--- src/common/core_params.svh ---
/*
 * Core parameters shared by the RTL and the testbench
 */

`ifndef CORE_PARAMS_SVH
`define CORE_PARAMS_SVH

// Data and address width
`define CORE_XLEN 64

// Address of the first instruction fetched after reset
`define CORE_RESET_PC 64'h0000_0000_0000_1000

// Architectural integer registers, x0 included
`define CORE_NREGS 32

`endif

--- src/common/core_pkg.sv ---
/*
 * Core types: instruction word views, cache request and response
 * structs, memory and ALU operation encodings, major opcodes
 */

`include "core_params.svh"

package core_pkg;

    // Register-register layout, also the source of I and B immediates
    typedef struct packed {
        logic [6:0] funct7;
        logic [4:0] rs2;
        logic [4:0] rs1;
        logic [2:0] funct3;
        logic [4:0] rd;
        logic [6:0] opcode;
    } r_fmt_t;

    // Store layout
    typedef struct packed {
        logic [6:0] imm_hi;
        logic [4:0] rs2;
        logic [4:0] rs1;
        logic [2:0] funct3;
        logic [4:0] imm_lo;
        logic [6:0] opcode;
    } s_fmt_t;

    typedef union packed {
        r_fmt_t r;
        s_fmt_t s;
    } instr_u;

    typedef enum logic {
        MEM_LOAD  = 1'b0,
        MEM_STORE = 1'b1
    } mem_op_e;

    typedef enum logic [2:0] {
        ALU_ADD = 3'd0,
        ALU_SUB = 3'd1,
        ALU_AND = 3'd2,
        ALU_OR  = 3'd3,
        ALU_XOR = 3'd4,
        ALU_EQ  = 3'd5
    } alu_op_e;

    typedef struct packed {
        logic [`CORE_XLEN-1:0] pc;
    } icache_req_t;

    typedef struct packed {
        logic [`CORE_XLEN-1:0] pc;
        instr_u                instr;
    } icache_resp_t;

    typedef struct packed {
        logic [`CORE_XLEN-1:0] address;
        logic [`CORE_XLEN-1:0] value;
        mem_op_e               op;
    } dcache_req_t;

    // Major opcodes of the supported subset
    localparam logic [6:0] OPC_OP     = 7'b0110011;
    localparam logic [6:0] OPC_OP_IMM = 7'b0010011;
    localparam logic [6:0] OPC_LOAD   = 7'b0000011;
    localparam logic [6:0] OPC_STORE  = 7'b0100011;
    localparam logic [6:0] OPC_BRANCH = 7'b1100011;

endpackage

--- src/execute/execute_stage.sv ---
/*
 * Execute stage: decodes the issued instruction, computes ALU and
 * branch results, runs the data cache handshake and retires
 */

`include "core_params.svh"

module execute_stage (
    input  logic                   clk_i,
    input  logic                   rst,
    input  logic                   issue_valid,
    input  core_pkg::icache_resp_t issue,
    output logic [4:0]             rs1_addr,
    output logic [4:0]             rs2_addr,
    input  logic [`CORE_XLEN-1:0]  rs1_data,
    input  logic [`CORE_XLEN-1:0]  rs2_data,
    output logic                   rd_we,
    output logic [4:0]             rd_addr,
    output logic [`CORE_XLEN-1:0]  rd_data,
    output logic                   dcache_req_valid,
    output core_pkg::dcache_req_t  dcache_req,
    input  logic                   dcache_req_ready,
    input  logic                   dcache_resp_valid,
    input  logic [`CORE_XLEN-1:0]  dcache_resp_value,
    output logic                   retire,
    output logic [`CORE_XLEN-1:0]  next_pc,
    output logic [`CORE_XLEN-1:0]  dbg_pc
);

    import core_pkg::*;

    typedef enum logic [1:0] {
        S_IDLE,
        S_EXEC,
        S_MEM_REQ,
        S_MEM_WAIT
    } state_e;

    state_e                state_q, state_d;
    instr_u                instr_q;
    logic [`CORE_XLEN-1:0] pc_q;
    logic [`CORE_XLEN-1:0] dbg_pc_q;

    logic                  is_op, is_op_imm, is_load, is_store, is_branch;
    logic                  is_mem, writes_rd, taken;
    alu_op_e               alu_op;
    logic [`CORE_XLEN-1:0] imm_i, imm_s, imm_b;
    logic [`CORE_XLEN-1:0] operand_b, alu_result;

    // Instruction and its pc are held until retire
    always_ff @(posedge clk_i) begin
        if (issue_valid) begin
            instr_q <= issue.instr;
            pc_q    <= issue.pc;
        end
    end

    // Only doubleword loads and stores and ADDI are recognised
    assign is_op     = instr_q.r.opcode == OPC_OP;
    assign is_op_imm = instr_q.r.opcode == OPC_OP_IMM && instr_q.r.funct3 == 3'b000;
    assign is_load   = instr_q.r.opcode == OPC_LOAD && instr_q.r.funct3 == 3'b011;
    assign is_store  = instr_q.s.opcode == OPC_STORE && instr_q.s.funct3 == 3'b011;
    assign is_branch = instr_q.r.opcode == OPC_BRANCH;
    assign is_mem    = is_load || is_store;
    assign writes_rd = is_op || is_op_imm || is_load;

    assign imm_i = {{52{instr_q.r.funct7[6]}}, instr_q.r.funct7, instr_q.r.rs2};
    assign imm_s = {{52{instr_q.s.imm_hi[6]}}, instr_q.s.imm_hi, instr_q.s.imm_lo};
    // B immediate is scattered over the funct7 and rd fields
    assign imm_b = {{51{instr_q.r.funct7[6]}}, instr_q.r.funct7[6], instr_q.r.rd[0],
                    instr_q.r.funct7[5:0], instr_q.r.rd[4:1], 1'b0};

    always_comb begin
        alu_op = ALU_ADD;
        if (is_branch) begin
            alu_op = ALU_EQ;
        end else if (is_op) begin
            case (instr_q.r.funct3)
                3'b000:  alu_op = instr_q.r.funct7[5] ? ALU_SUB : ALU_ADD;
                3'b100:  alu_op = ALU_XOR;
                3'b110:  alu_op = ALU_OR;
                3'b111:  alu_op = ALU_AND;
                default: alu_op = ALU_ADD;
            endcase
        end
    end

    // Loads and stores compute their address through the adder
    assign operand_b = (is_op || is_branch) ? rs2_data :
                       is_store ? imm_s : imm_i;

    always_comb begin
        case (alu_op)
            ALU_SUB: alu_result = rs1_data - operand_b;
            ALU_AND: alu_result = rs1_data & operand_b;
            ALU_OR:  alu_result = rs1_data | operand_b;
            ALU_XOR: alu_result = rs1_data ^ operand_b;
            ALU_EQ:  alu_result = {{(`CORE_XLEN-1){1'b0}}, rs1_data == operand_b};
            default: alu_result = rs1_data + operand_b;
        endcase
    end

    // BEQ and BNE only, other funct3 values fall through
    assign taken = is_branch &&
                   ((instr_q.r.funct3 == 3'b000 && alu_result[0]) ||
                    (instr_q.r.funct3 == 3'b001 && !alu_result[0]));

    always_comb begin
        state_d          = state_q;
        retire           = 1'b0;
        dcache_req_valid = 1'b0;
        case (state_q)
            S_IDLE: begin
                if (issue_valid) begin
                    state_d = S_EXEC;
                end
            end
            S_EXEC, S_MEM_REQ: begin
                if (!is_mem) begin
                    // ALU, branch and unknown opcodes finish here
                    retire  = 1'b1;
                    state_d = S_IDLE;
                end else begin
                    dcache_req_valid = 1'b1;
                    if (!dcache_req_ready) begin
                        state_d = S_MEM_REQ;
                    end else if (is_store) begin
                        retire  = 1'b1;
                        state_d = S_IDLE;
                    end else begin
                        state_d = S_MEM_WAIT;
                    end
                end
            end
            S_MEM_WAIT: begin
                if (dcache_resp_valid) begin
                    retire  = 1'b1;
                    state_d = S_IDLE;
                end
            end
            default: state_d = S_IDLE;
        endcase
    end

    always_ff @(posedge clk_i) begin
        if (rst) begin
            state_q  <= S_IDLE;
            dbg_pc_q <= `CORE_RESET_PC;
        end else begin
            state_q <= state_d;
            if (retire) begin
                dbg_pc_q <= pc_q;
            end
        end
    end

    assign rs1_addr = instr_q.r.rs1;
    assign rs2_addr = instr_q.r.rs2;

    assign rd_we   = retire && writes_rd;
    assign rd_addr = instr_q.r.rd;
    assign rd_data = is_load ? dcache_resp_value : alu_result;

    assign dcache_req.address = alu_result;
    assign dcache_req.value   = rs2_data;
    assign dcache_req.op      = is_store ? MEM_STORE : MEM_LOAD;

    assign next_pc = taken ? pc_q + imm_b : pc_q + `CORE_XLEN'd4;
    assign dbg_pc  = dbg_pc_q;

endmodule

--- src/fetch/fetch_unit.sv ---
/*
 * Fetch unit: owns the PC, sends one instruction request at a time
 * and passes each response on to execute as a single issue strobe
 */

`include "core_params.svh"

module fetch_unit (
    input  logic                   clk_i,
    input  logic                   rst,
    output logic                   icache_req_valid,
    output core_pkg::icache_req_t  icache_req,
    input  logic                   icache_resp_valid,
    input  core_pkg::icache_resp_t icache_resp,
    input  logic                   retire,
    input  logic [`CORE_XLEN-1:0]  next_pc,
    output logic                   issue_valid,
    output core_pkg::icache_resp_t issue
);

    import core_pkg::*;

    logic [`CORE_XLEN-1:0] pc_q;
    logic                  boot_q;
    logic                  req_valid_q;
    logic                  outstanding_q;
    logic                  issue_valid_q;
    icache_resp_t          issue_q;

    // First request goes out from the first edge that sees rst low,
    // later ones from the edge that retires the previous instruction
    always_ff @(posedge clk_i) begin
        if (rst) begin
            pc_q          <= `CORE_RESET_PC;
            boot_q        <= 1'b1;
            req_valid_q   <= 1'b0;
            outstanding_q <= 1'b0;
            issue_valid_q <= 1'b0;
        end else begin
            boot_q      <= 1'b0;
            req_valid_q <= boot_q || retire;
            if (retire) begin
                pc_q <= next_pc;
            end
            if (req_valid_q) begin
                outstanding_q <= 1'b1;
            end else if (icache_resp_valid) begin
                outstanding_q <= 1'b0;
            end
            // Stray responses are dropped
            issue_valid_q <= icache_resp_valid && outstanding_q;
        end
    end

    always_ff @(posedge clk_i) begin
        if (icache_resp_valid && outstanding_q) begin
            issue_q <= icache_resp;
        end
    end

    assign icache_req_valid = req_valid_q;
    assign icache_req.pc    = pc_q;
    assign issue_valid      = issue_valid_q;
    assign issue            = issue_q;

endmodule

--- src/logic/core_pipeline.sv ---
/*
 * Core: fetch unit, execute stage and register file joined together
 */

`include "core_params.svh"

module core_pipeline (
    input  logic                   clk_i,
    input  logic                   rst,
    output logic                   icache_req_valid,
    output core_pkg::icache_req_t  icache_req,
    input  logic                   icache_resp_valid,
    input  core_pkg::icache_resp_t icache_resp,
    output logic                   dcache_req_valid,
    output core_pkg::dcache_req_t  dcache_req,
    input  logic                   dcache_req_ready,
    input  logic                   dcache_resp_valid,
    input  logic [`CORE_XLEN-1:0]  dcache_resp_value,
    output logic [`CORE_XLEN-1:0]  dbg_pc
);

    import core_pkg::*;

    logic                  issue_valid;
    icache_resp_t          issue;
    logic                  retire;
    logic [`CORE_XLEN-1:0] next_pc;

    logic [4:0]            rs1_addr, rs2_addr, rd_addr;
    logic [`CORE_XLEN-1:0] rs1_data, rs2_data, rd_data;
    logic                  rd_we;

    fetch_unit fetch (
        .clk_i             (clk_i),
        .rst               (rst),
        .icache_req_valid  (icache_req_valid),
        .icache_req        (icache_req),
        .icache_resp_valid (icache_resp_valid),
        .icache_resp       (icache_resp),
        .retire            (retire),
        .next_pc           (next_pc),
        .issue_valid       (issue_valid),
        .issue             (issue)
    );

    execute_stage execute (
        .clk_i             (clk_i),
        .rst               (rst),
        .issue_valid       (issue_valid),
        .issue             (issue),
        .rs1_addr          (rs1_addr),
        .rs2_addr          (rs2_addr),
        .rs1_data          (rs1_data),
        .rs2_data          (rs2_data),
        .rd_we             (rd_we),
        .rd_addr           (rd_addr),
        .rd_data           (rd_data),
        .dcache_req_valid  (dcache_req_valid),
        .dcache_req        (dcache_req),
        .dcache_req_ready  (dcache_req_ready),
        .dcache_resp_valid (dcache_resp_valid),
        .dcache_resp_value (dcache_resp_value),
        .retire            (retire),
        .next_pc           (next_pc),
        .dbg_pc            (dbg_pc)
    );

    reg_file regs (
        .clk_i    (clk_i),
        .rs1_addr (rs1_addr),
        .rs2_addr (rs2_addr),
        .rs1_data (rs1_data),
        .rs2_data (rs2_data),
        .we       (rd_we),
        .wr_addr  (rd_addr),
        .wr_data  (rd_data)
    );

endmodule

--- src/logic/pipeline_wrapper.sv ---
/*
 * Top level: presents the core's cache request and response structs
 * as flat ports so a Verilator harness can drive them directly
 */

`include "core_params.svh"

module pipeline_wrapper (
    input  logic                  clk_i,
    input  logic                  rst,

    // Instruction cache port
    output logic                  icache_req_valid,
    output logic [`CORE_XLEN-1:0] icache_req_pc,
    input  logic                  icache_resp_valid,
    input  logic [`CORE_XLEN-1:0] icache_resp_pc,
    input  logic [31:0]           icache_resp_instr,

    // Data cache port
    output logic                  dcache_req_valid,
    output logic [`CORE_XLEN-1:0] dcache_req_address,
    output logic [`CORE_XLEN-1:0] dcache_req_value,
    output core_pkg::mem_op_e     dcache_req_op,
    input  logic                  dcache_req_ready,
    input  logic                  dcache_resp_valid,
    input  logic [`CORE_XLEN-1:0] dcache_resp_value,

    // Pc of the last retired instruction
    output logic [`CORE_XLEN-1:0] dbg_pc
);

    import core_pkg::*;

    icache_req_t  icache_req;
    icache_resp_t icache_resp;
    dcache_req_t  dcache_req;

    core_pipeline pipeline (
        .clk_i             (clk_i),
        .rst               (rst),
        .icache_req_valid  (icache_req_valid),
        .icache_req        (icache_req),
        .icache_resp_valid (icache_resp_valid),
        .icache_resp       (icache_resp),
        .dcache_req_valid  (dcache_req_valid),
        .dcache_req        (dcache_req),
        .dcache_req_ready  (dcache_req_ready),
        .dcache_resp_valid (dcache_resp_valid),
        .dcache_resp_value (dcache_resp_value),
        .dbg_pc            (dbg_pc)
    );

    // Instruction side
    assign icache_req_pc     = icache_req.pc;
    assign icache_resp.pc    = icache_resp_pc;
    assign icache_resp.instr = icache_resp_instr;

    // Data side, the response value goes straight through to the core
    assign dcache_req_address = dcache_req.address;
    assign dcache_req_value   = dcache_req.value;
    assign dcache_req_op      = dcache_req.op;

endmodule

--- src/logic/reg_file.sv ---
/*
 * Integer register file, two asynchronous read ports and one
 * synchronous write port, x0 reads as zero
 */

`include "core_params.svh"

module reg_file (
    input  logic                              clk_i,
    input  logic [$clog2(`CORE_NREGS)-1:0]    rs1_addr,
    input  logic [$clog2(`CORE_NREGS)-1:0]    rs2_addr,
    output logic [`CORE_XLEN-1:0]             rs1_data,
    output logic [`CORE_XLEN-1:0]             rs2_data,
    input  logic                              we,
    input  logic [$clog2(`CORE_NREGS)-1:0]    wr_addr,
    input  logic [`CORE_XLEN-1:0]             wr_data
);

    logic [`CORE_XLEN-1:0] regs [`CORE_NREGS];

    // Writes to x0 land in the array but are never seen
    always_ff @(posedge clk_i) begin
        if (we) begin
            regs[wr_addr] <= wr_data;
        end
    end

    assign rs1_data = (rs1_addr == '0) ? '0 : regs[rs1_addr];
    assign rs2_data = (rs2_addr == '0) ? '0 : regs[rs2_addr];

endmodule

--- config.mk ---
export PLATFORM = sky130hd
export DESIGN_NAME = pipeline_wrapper
export DESIGN_NICKNAME = d
export VERILOG_FILES = /design/src/common/core_pkg.sv /design/src/execute/execute_stage.sv /design/src/fetch/fetch_unit.sv /design/src/logic/core_pipeline.sv /design/src/logic/pipeline_wrapper.sv /design/src/logic/reg_file.sv
export VERILOG_INCLUDE_DIRS = /design/src /design/src/common
export SDC_FILE = /design/constraint.sdc
export NUM_CORES = 2
export LEC_CHECK = 0
export BUFFER_PORTS_ARGS = -buffer_cell sky130_fd_sc_hd__buf_4
export CORE_ASPECT_RATIO = 0.8
export CORE_MARGIN = 5
export CORE_UTILIZATION = 55
export DETAILED_ROUTE_END_ITERATION = 10
export PLACE_DENSITY = 0.72
export SYNTH_ARGS = -nofsm -noshare
export SYNTH_HDL_FRONTEND = slang
export SYNTH_SLANG_ARGS = --single-unit
--- constraint.sdc ---
create_clock -name clk_i -period 7.02 [get_ports clk_i]
set_input_delay 1.404 -clock clk_i [delete_from_list [all_inputs] [get_ports clk_i]]
set_output_delay 1.404 -clock clk_i [all_outputs]
set_load 0.02 [all_outputs]
== Word level (Yosys, flattened, before mapping) ==
Memory sizes are Yosys's and may differ from the RTL's. A register that Yosys moved wholly into a read port is not among the register bits.
Index checks and enable logic that the tools add are counted.

* Register bits: 326
* Bits in latches: 0
* Memory bits (writable): 2048
* Memory bits (read-only): 0
* Bits of input ports: 165
* Output and inout port bits: 259
* Logic and storage cells: 93
* Memories kept: 1

* $add $sub $neg: 4
* Multipliers: 0
* Divide/modulo/power cells: 0
* Magnitude comparators: 0
* Equal/unequal tests: 21
* Shift-type cells: 0
* Mux-type cells: 31
* Bitwise operators: 3
* Reductions and logical operators: 22

{| class="wikitable"
|+ Memory list
! name !! words !! bits a word !! read ports !! clocked after Yosys merged registers in !! write ports !! RTL line !! source
|-
| pipeline.regs.regs || 32 || 64 || 2 || 2 || 1 || reg_file.sv:19 || <nowiki>logic [`CORE_XLEN-1:0] regs [`CORE_NREGS];</nowiki>
|}

{| class="wikitable"
|+ Operators with widths
! cell !! number
|-
| two-way mux 64 bit || 5
|-
| case mux 64 bit (5 select lines) || 1
|-
| adder 64 bit || 2
|-
| adder 64 x 3 -> 64 bit, second input constant || 1
|-
| bitwise AND 64 bit || 1
|-
| == test 64 bit || 1
|-
| bitwise OR 64 bit || 1
|-
| subtractor 64 bit || 1
|-
| XOR 64 bit || 1
|-
| == test 3 bit, second input constant || 5
|-
| two-way mux 5 bit || 3
|-
| == test 7 x 6 -> 1 bit, second input constant || 2
|-
| two-way mux 1 bit || 12
|-
| case mux 3 bit (4 select lines) || 1
|-
| zero test 5 bit || 2
|-
| two-way mux 2 bit || 5
|-
| == test 3 x 2 -> 1 bit, second input constant || 3
|-
| logical AND 1 bit || 8
|-
| == test 7 x 2 -> 1 bit, second input constant || 1
|-
| == test 7 x 5 -> 1 bit, second input constant || 1
|-
| == test 7 bit, second input constant || 1
|-
| == test 3 x 1 -> 1 bit, second input constant || 2
|-
| logical OR 1 bit || 6
|-
| two-way mux 3 bit || 2
|-
| other kinds (12) || 13
|}

== Logic depth before layout (Yosys ltp) ==
* Depth in word-level cells: 11
* Gate-level depth with buffers: 23
* Mapped depth without buffers: 20

== Hierarchy ==
Synthesis repeated with hierarchy kept, for this count alone.

* Cell total of the unflattened synthesis: 8294
* Area total of the unflattened synthesis: 123229.4 um2

{| class="wikitable"
|+ By module, submodules not included
! module !! instances !! cells each !! area each (um2) !! sequential area each (um2)
|-
| reg_file || 1 || 4664 || 94395.5 || 61499.0
|-
| execute_stage || 1 || 3317 || 23528.8 || 4204.0
|-
| fetch_unit || 1 || 313 || 5305.1 || 4244.1
|}

== Least setup slack after synthesis ==
No wires, ideal clock.

* Path type: register to output
* From: register with a tool-made name
* To: output port dcache_req_address[47]
* Arrival time: 5.772 ns
* Setup slack: -0.156 ns
* Cell stages (with the launch flop): 21
* Path buffers: 4
* Cells stage by stage: dfxtp_1 -> clkbuf_1 -> clkbuf_1 -> buf_1 -> mux4_2 -> mux4_2 -> mux2i_1 -> nor2_1 -> a21oi_1 -> ha_1 -> buf_6 -> or4_4 -> or3_1 -> a21oi_2 -> o31ai_1 -> o211a_4 -> a21oi_2 -> a211oi_2 -> o311a_1 -> and2_0 -> o22ai_1

{| class="wikitable"
|+ RTL lines
! element !! RTL line !! source
|-
| end: declaration || pipeline_wrapper.sv:21 || <nowiki>output logic [`CORE_XLEN-1:0] dcache_req_address,</nowiki>
|}

==> reports/metrics.cfg <==
[run_status]
status = finished with violations
violations = negative setup slack

[synthesis]
synthMostInstantiatedCell = edfxtp_1
synth_flop_cell = edfxtp_1
synth-edff-count = 2240
yosys.area_share.simple_pct = 5.213
syn-mean-instance-area_sq_um = 16.14
synth.top_cell.area_share_pct = 55.19
yosysSeqAreaShare_pct = 57.54
synth_common_cells = edfxtp_1 (2240), mux4_2 (1280), nand2_1 (530)
synthXorXnorAreaFrac_pct = 0.8121
synth_area_sq_um = 121900
ys_async_sr_fraction_pct = 0
yosys.area.top_type = edfxtp_1
synth_mux_area_share_pct = 24.85
ys_ff_latch = 2383
syn_inst = 7553
synth_fa_ha_area_share_pct = 2.678
netlist_top_cells_area = edfxtp_1 (55%), mux4_2 (24%), ha_1 (2.6%)
synth_compound_area_share_pct = 6.566
synthDistinctLibCells = 100
synth_top_family_by_area = multiplexers
ys.warnings.count = 0
synth_fp_nets = 7977

[die]
design.die.area_sq_um = 231200
fp.dieH_um = 431.0
io_pins = 424
die_w_um = 536.3
rows = 154
initial_utilization_pct = 55.33
core_area_sq_um = 220200

[detailed_routing]
via_count = 86530
first_pass_iters = 6
vias_per_cell = 7.125
routedWlPerCell_um = 35.93
ant_nets = 0
drc = 0
drt-initial-drc-count = 14090
drt-total-wl_um = 436400

[critical_path]
worst_setup_path_start_kind = register
worstPathArrival_ps = 6660
reg2reg_slack_ps = 340
crit_required_ps = 5620
worst-path-max-fanout = 7
worst_setup_path_end_kind = output port
critical_path_class = reg2out

[sta]
fin_ws_ps = -1041
setup_tns_ps = -40450
finalCritPeriodShare_pct = 114.8
fmax_mhz = 124.0
final-hold-violation-count = 0
drv_slew = 0
slew_headroom_pct = 7.668
fin_skew_ps = 86.78
tightestPinTransition_ps = 1371
setup_viol = 55
rsz0062_at_grt = true
fin_crit_ps = 8061

[power]
p_total_uw = 31920
vdd_drop_max_mv = 0.2112
powerDensity_nw_per_um2 = 210.3
leakagePower_uw = 0.05245

[cts]
numClockSinks = 2383
cts_max_level = 4
cts_buffers = 233
root_buffer = clkbuf_16
clk_latency_ps = 940
clkTransAtPathRegs_ps = 70
cts_tree = built
clockBufferDepth = 4
cts-hold-fix-buffers = 0

[global_routing]
gr-total-overflow = 0
grt.total_usage_pct = 36.78
grt_max_degree = 87
grt_pass1_vias = 85130
grt_pass1_wl_um = 610900
antenna_found_initial = 14

[worst_hold_path]
hold_path_class = reg2reg

[placed_design]
dp_hpwl_um = 261100
routabilityCongestion = 0.9784
io_buffers = 423
dpl_cell_area_sq_um = 136900

[finish]
fin_util_pct = 68.92
drive_gt1_share_pct = 43.18
area_delta_synth_final_pct = 24.55
final_nets = 9410
fin_area_sq_um = 151800

[run]
maxCapViolCount = 0

power breakdown:
group	internal (uW)	switching, uW
combinational	1450	1880
sequential	15800	46.7
clock	7170	5560
registers in the layout, indices dropped and copies added (netlist names), named ones only:
name and count:
pipeline.regs.regs 2048, pipeline.execute.state_q 2, pipeline.execute.dbg_pc 63, pipeline.execute.pc_q 64
pipeline.fetch.issue_valid 1, pipeline.fetch.boot_q 1, pipeline.fetch.icache_req 64, pipeline.fetch.icache_req_valid 1
pipeline.fetch.outstanding_q 1, pipeline.fetch.issue 96, pipeline.execute.instr_q 32
stage by stage:
stage	std cells	setup slack [ps]	hold slack, ps
after floorplan	7553	-83.68	400.3
after global placement	11450	-922.5	402.8
after detailed placement	11450	-932.0	404.5
after CTS	12060	-1032	414.6
after global routing	12140	-1150	420.9
final	12150	-1041	413.2
per-layer routing:
metal	routed length (um)	share of wire [%]	up-vias	track usage (%)
met4	26010	6.0	10	17.61
met1	151300	35	43850	50.17
met2	195000	45	7396	55.13
met5	140	0.032	-	0.2673
li1	-	-	33870	-
met3	64040	15	1402	10.63
worst max-delay path, cell delays in order, from the launching register on:
cell	delay, ps
dfxtp_4	430
buf_16	180
buf_12	150
buf_16	170
buf_12	120
buf_12	120
buf_16	130
mux4_2	510
mux4_2	500
mux2i_4	190
nor2_4	90
a21oi_2	120
buf_4	150
ha_4	210
buf_6	130
or3_4	350
or4_4	480
o211a_1	230
o21a_4	160
o31ai_4	330
a221oi_4	110
buf_4	180
o221ai_4	200
a221o_1	230
nand3_2	130
buf_6	160
layout by cell type, fill, tap and decap left out, drive strengths merged, types with 60 or more instances in the layout:
| master | n |
|---|---|
| o211ai | 78 |
| nor3 | 60 |
| o21ai | 202 |
| a21oi | 493 |
| edfxtp | 2240 |
| clkinv | 94 |
| buf | 1712 |
| mux4 | 1280 |
| clkbuf | 296 |
| nand2b | 93 |
| mux2 | 64 |
| nand2 | 530 |
| nand3 | 78 |
| a21o | 71 |
| dfxtp | 143 |
| ha | 256 |
| mux2i | 73 |
| nor2 | 372 |
| inv | 235 |
repair_timing:
| action | CTS | global route |
|---|---|---|
| cloned | 29 | 7 |
| endpoints found under the setup margin | 181 | 59 |
| setup buffers | 164 | 98 |
| pin swaps | 177 | 148 |
| gates resized for setup | 622 | 335 |
| hold endpoints to repair | 0 | 0 |
layout make-up:
class                           instances  area, sq um
Sequential cell                      2383        70170
Tap cell                             2964         3709
Antenna cell                            7        17.52
Clock inverter                        134         1325
Inverter                              227        859.6
Clock buffer                          289         6269
Fill cell                           14180        68460
Multi-Input combinational cell       4420        52460
Timing Repair Buffer                 1721        16980
logic make-up after synthesis:
group	after synthesis
DFF	2383
muxes	1417
and+or+nand+nor	1385
AOI/OAI and AO/OA	1246
buffers and inverters	750
adders and majority gates	259
xor gates and xnor gates	113
worst paths after layout:
| path | start | to | cells after the start |
|---|---|---|---|
| worst max-delay path | register | dcache_req_address[60] | 25 |
| worst min-delay path | pipeline.fetch.issue[54] | pipeline.execute.pc_q[22] | 0 |
| worst max register to register | register | pipeline.regs.regs[8][29] | 27 |
| worst min register to register | pipeline.fetch.issue[54] | pipeline.execute.pc_q[22] | 0 |
(Power assumes the default switching activity.)
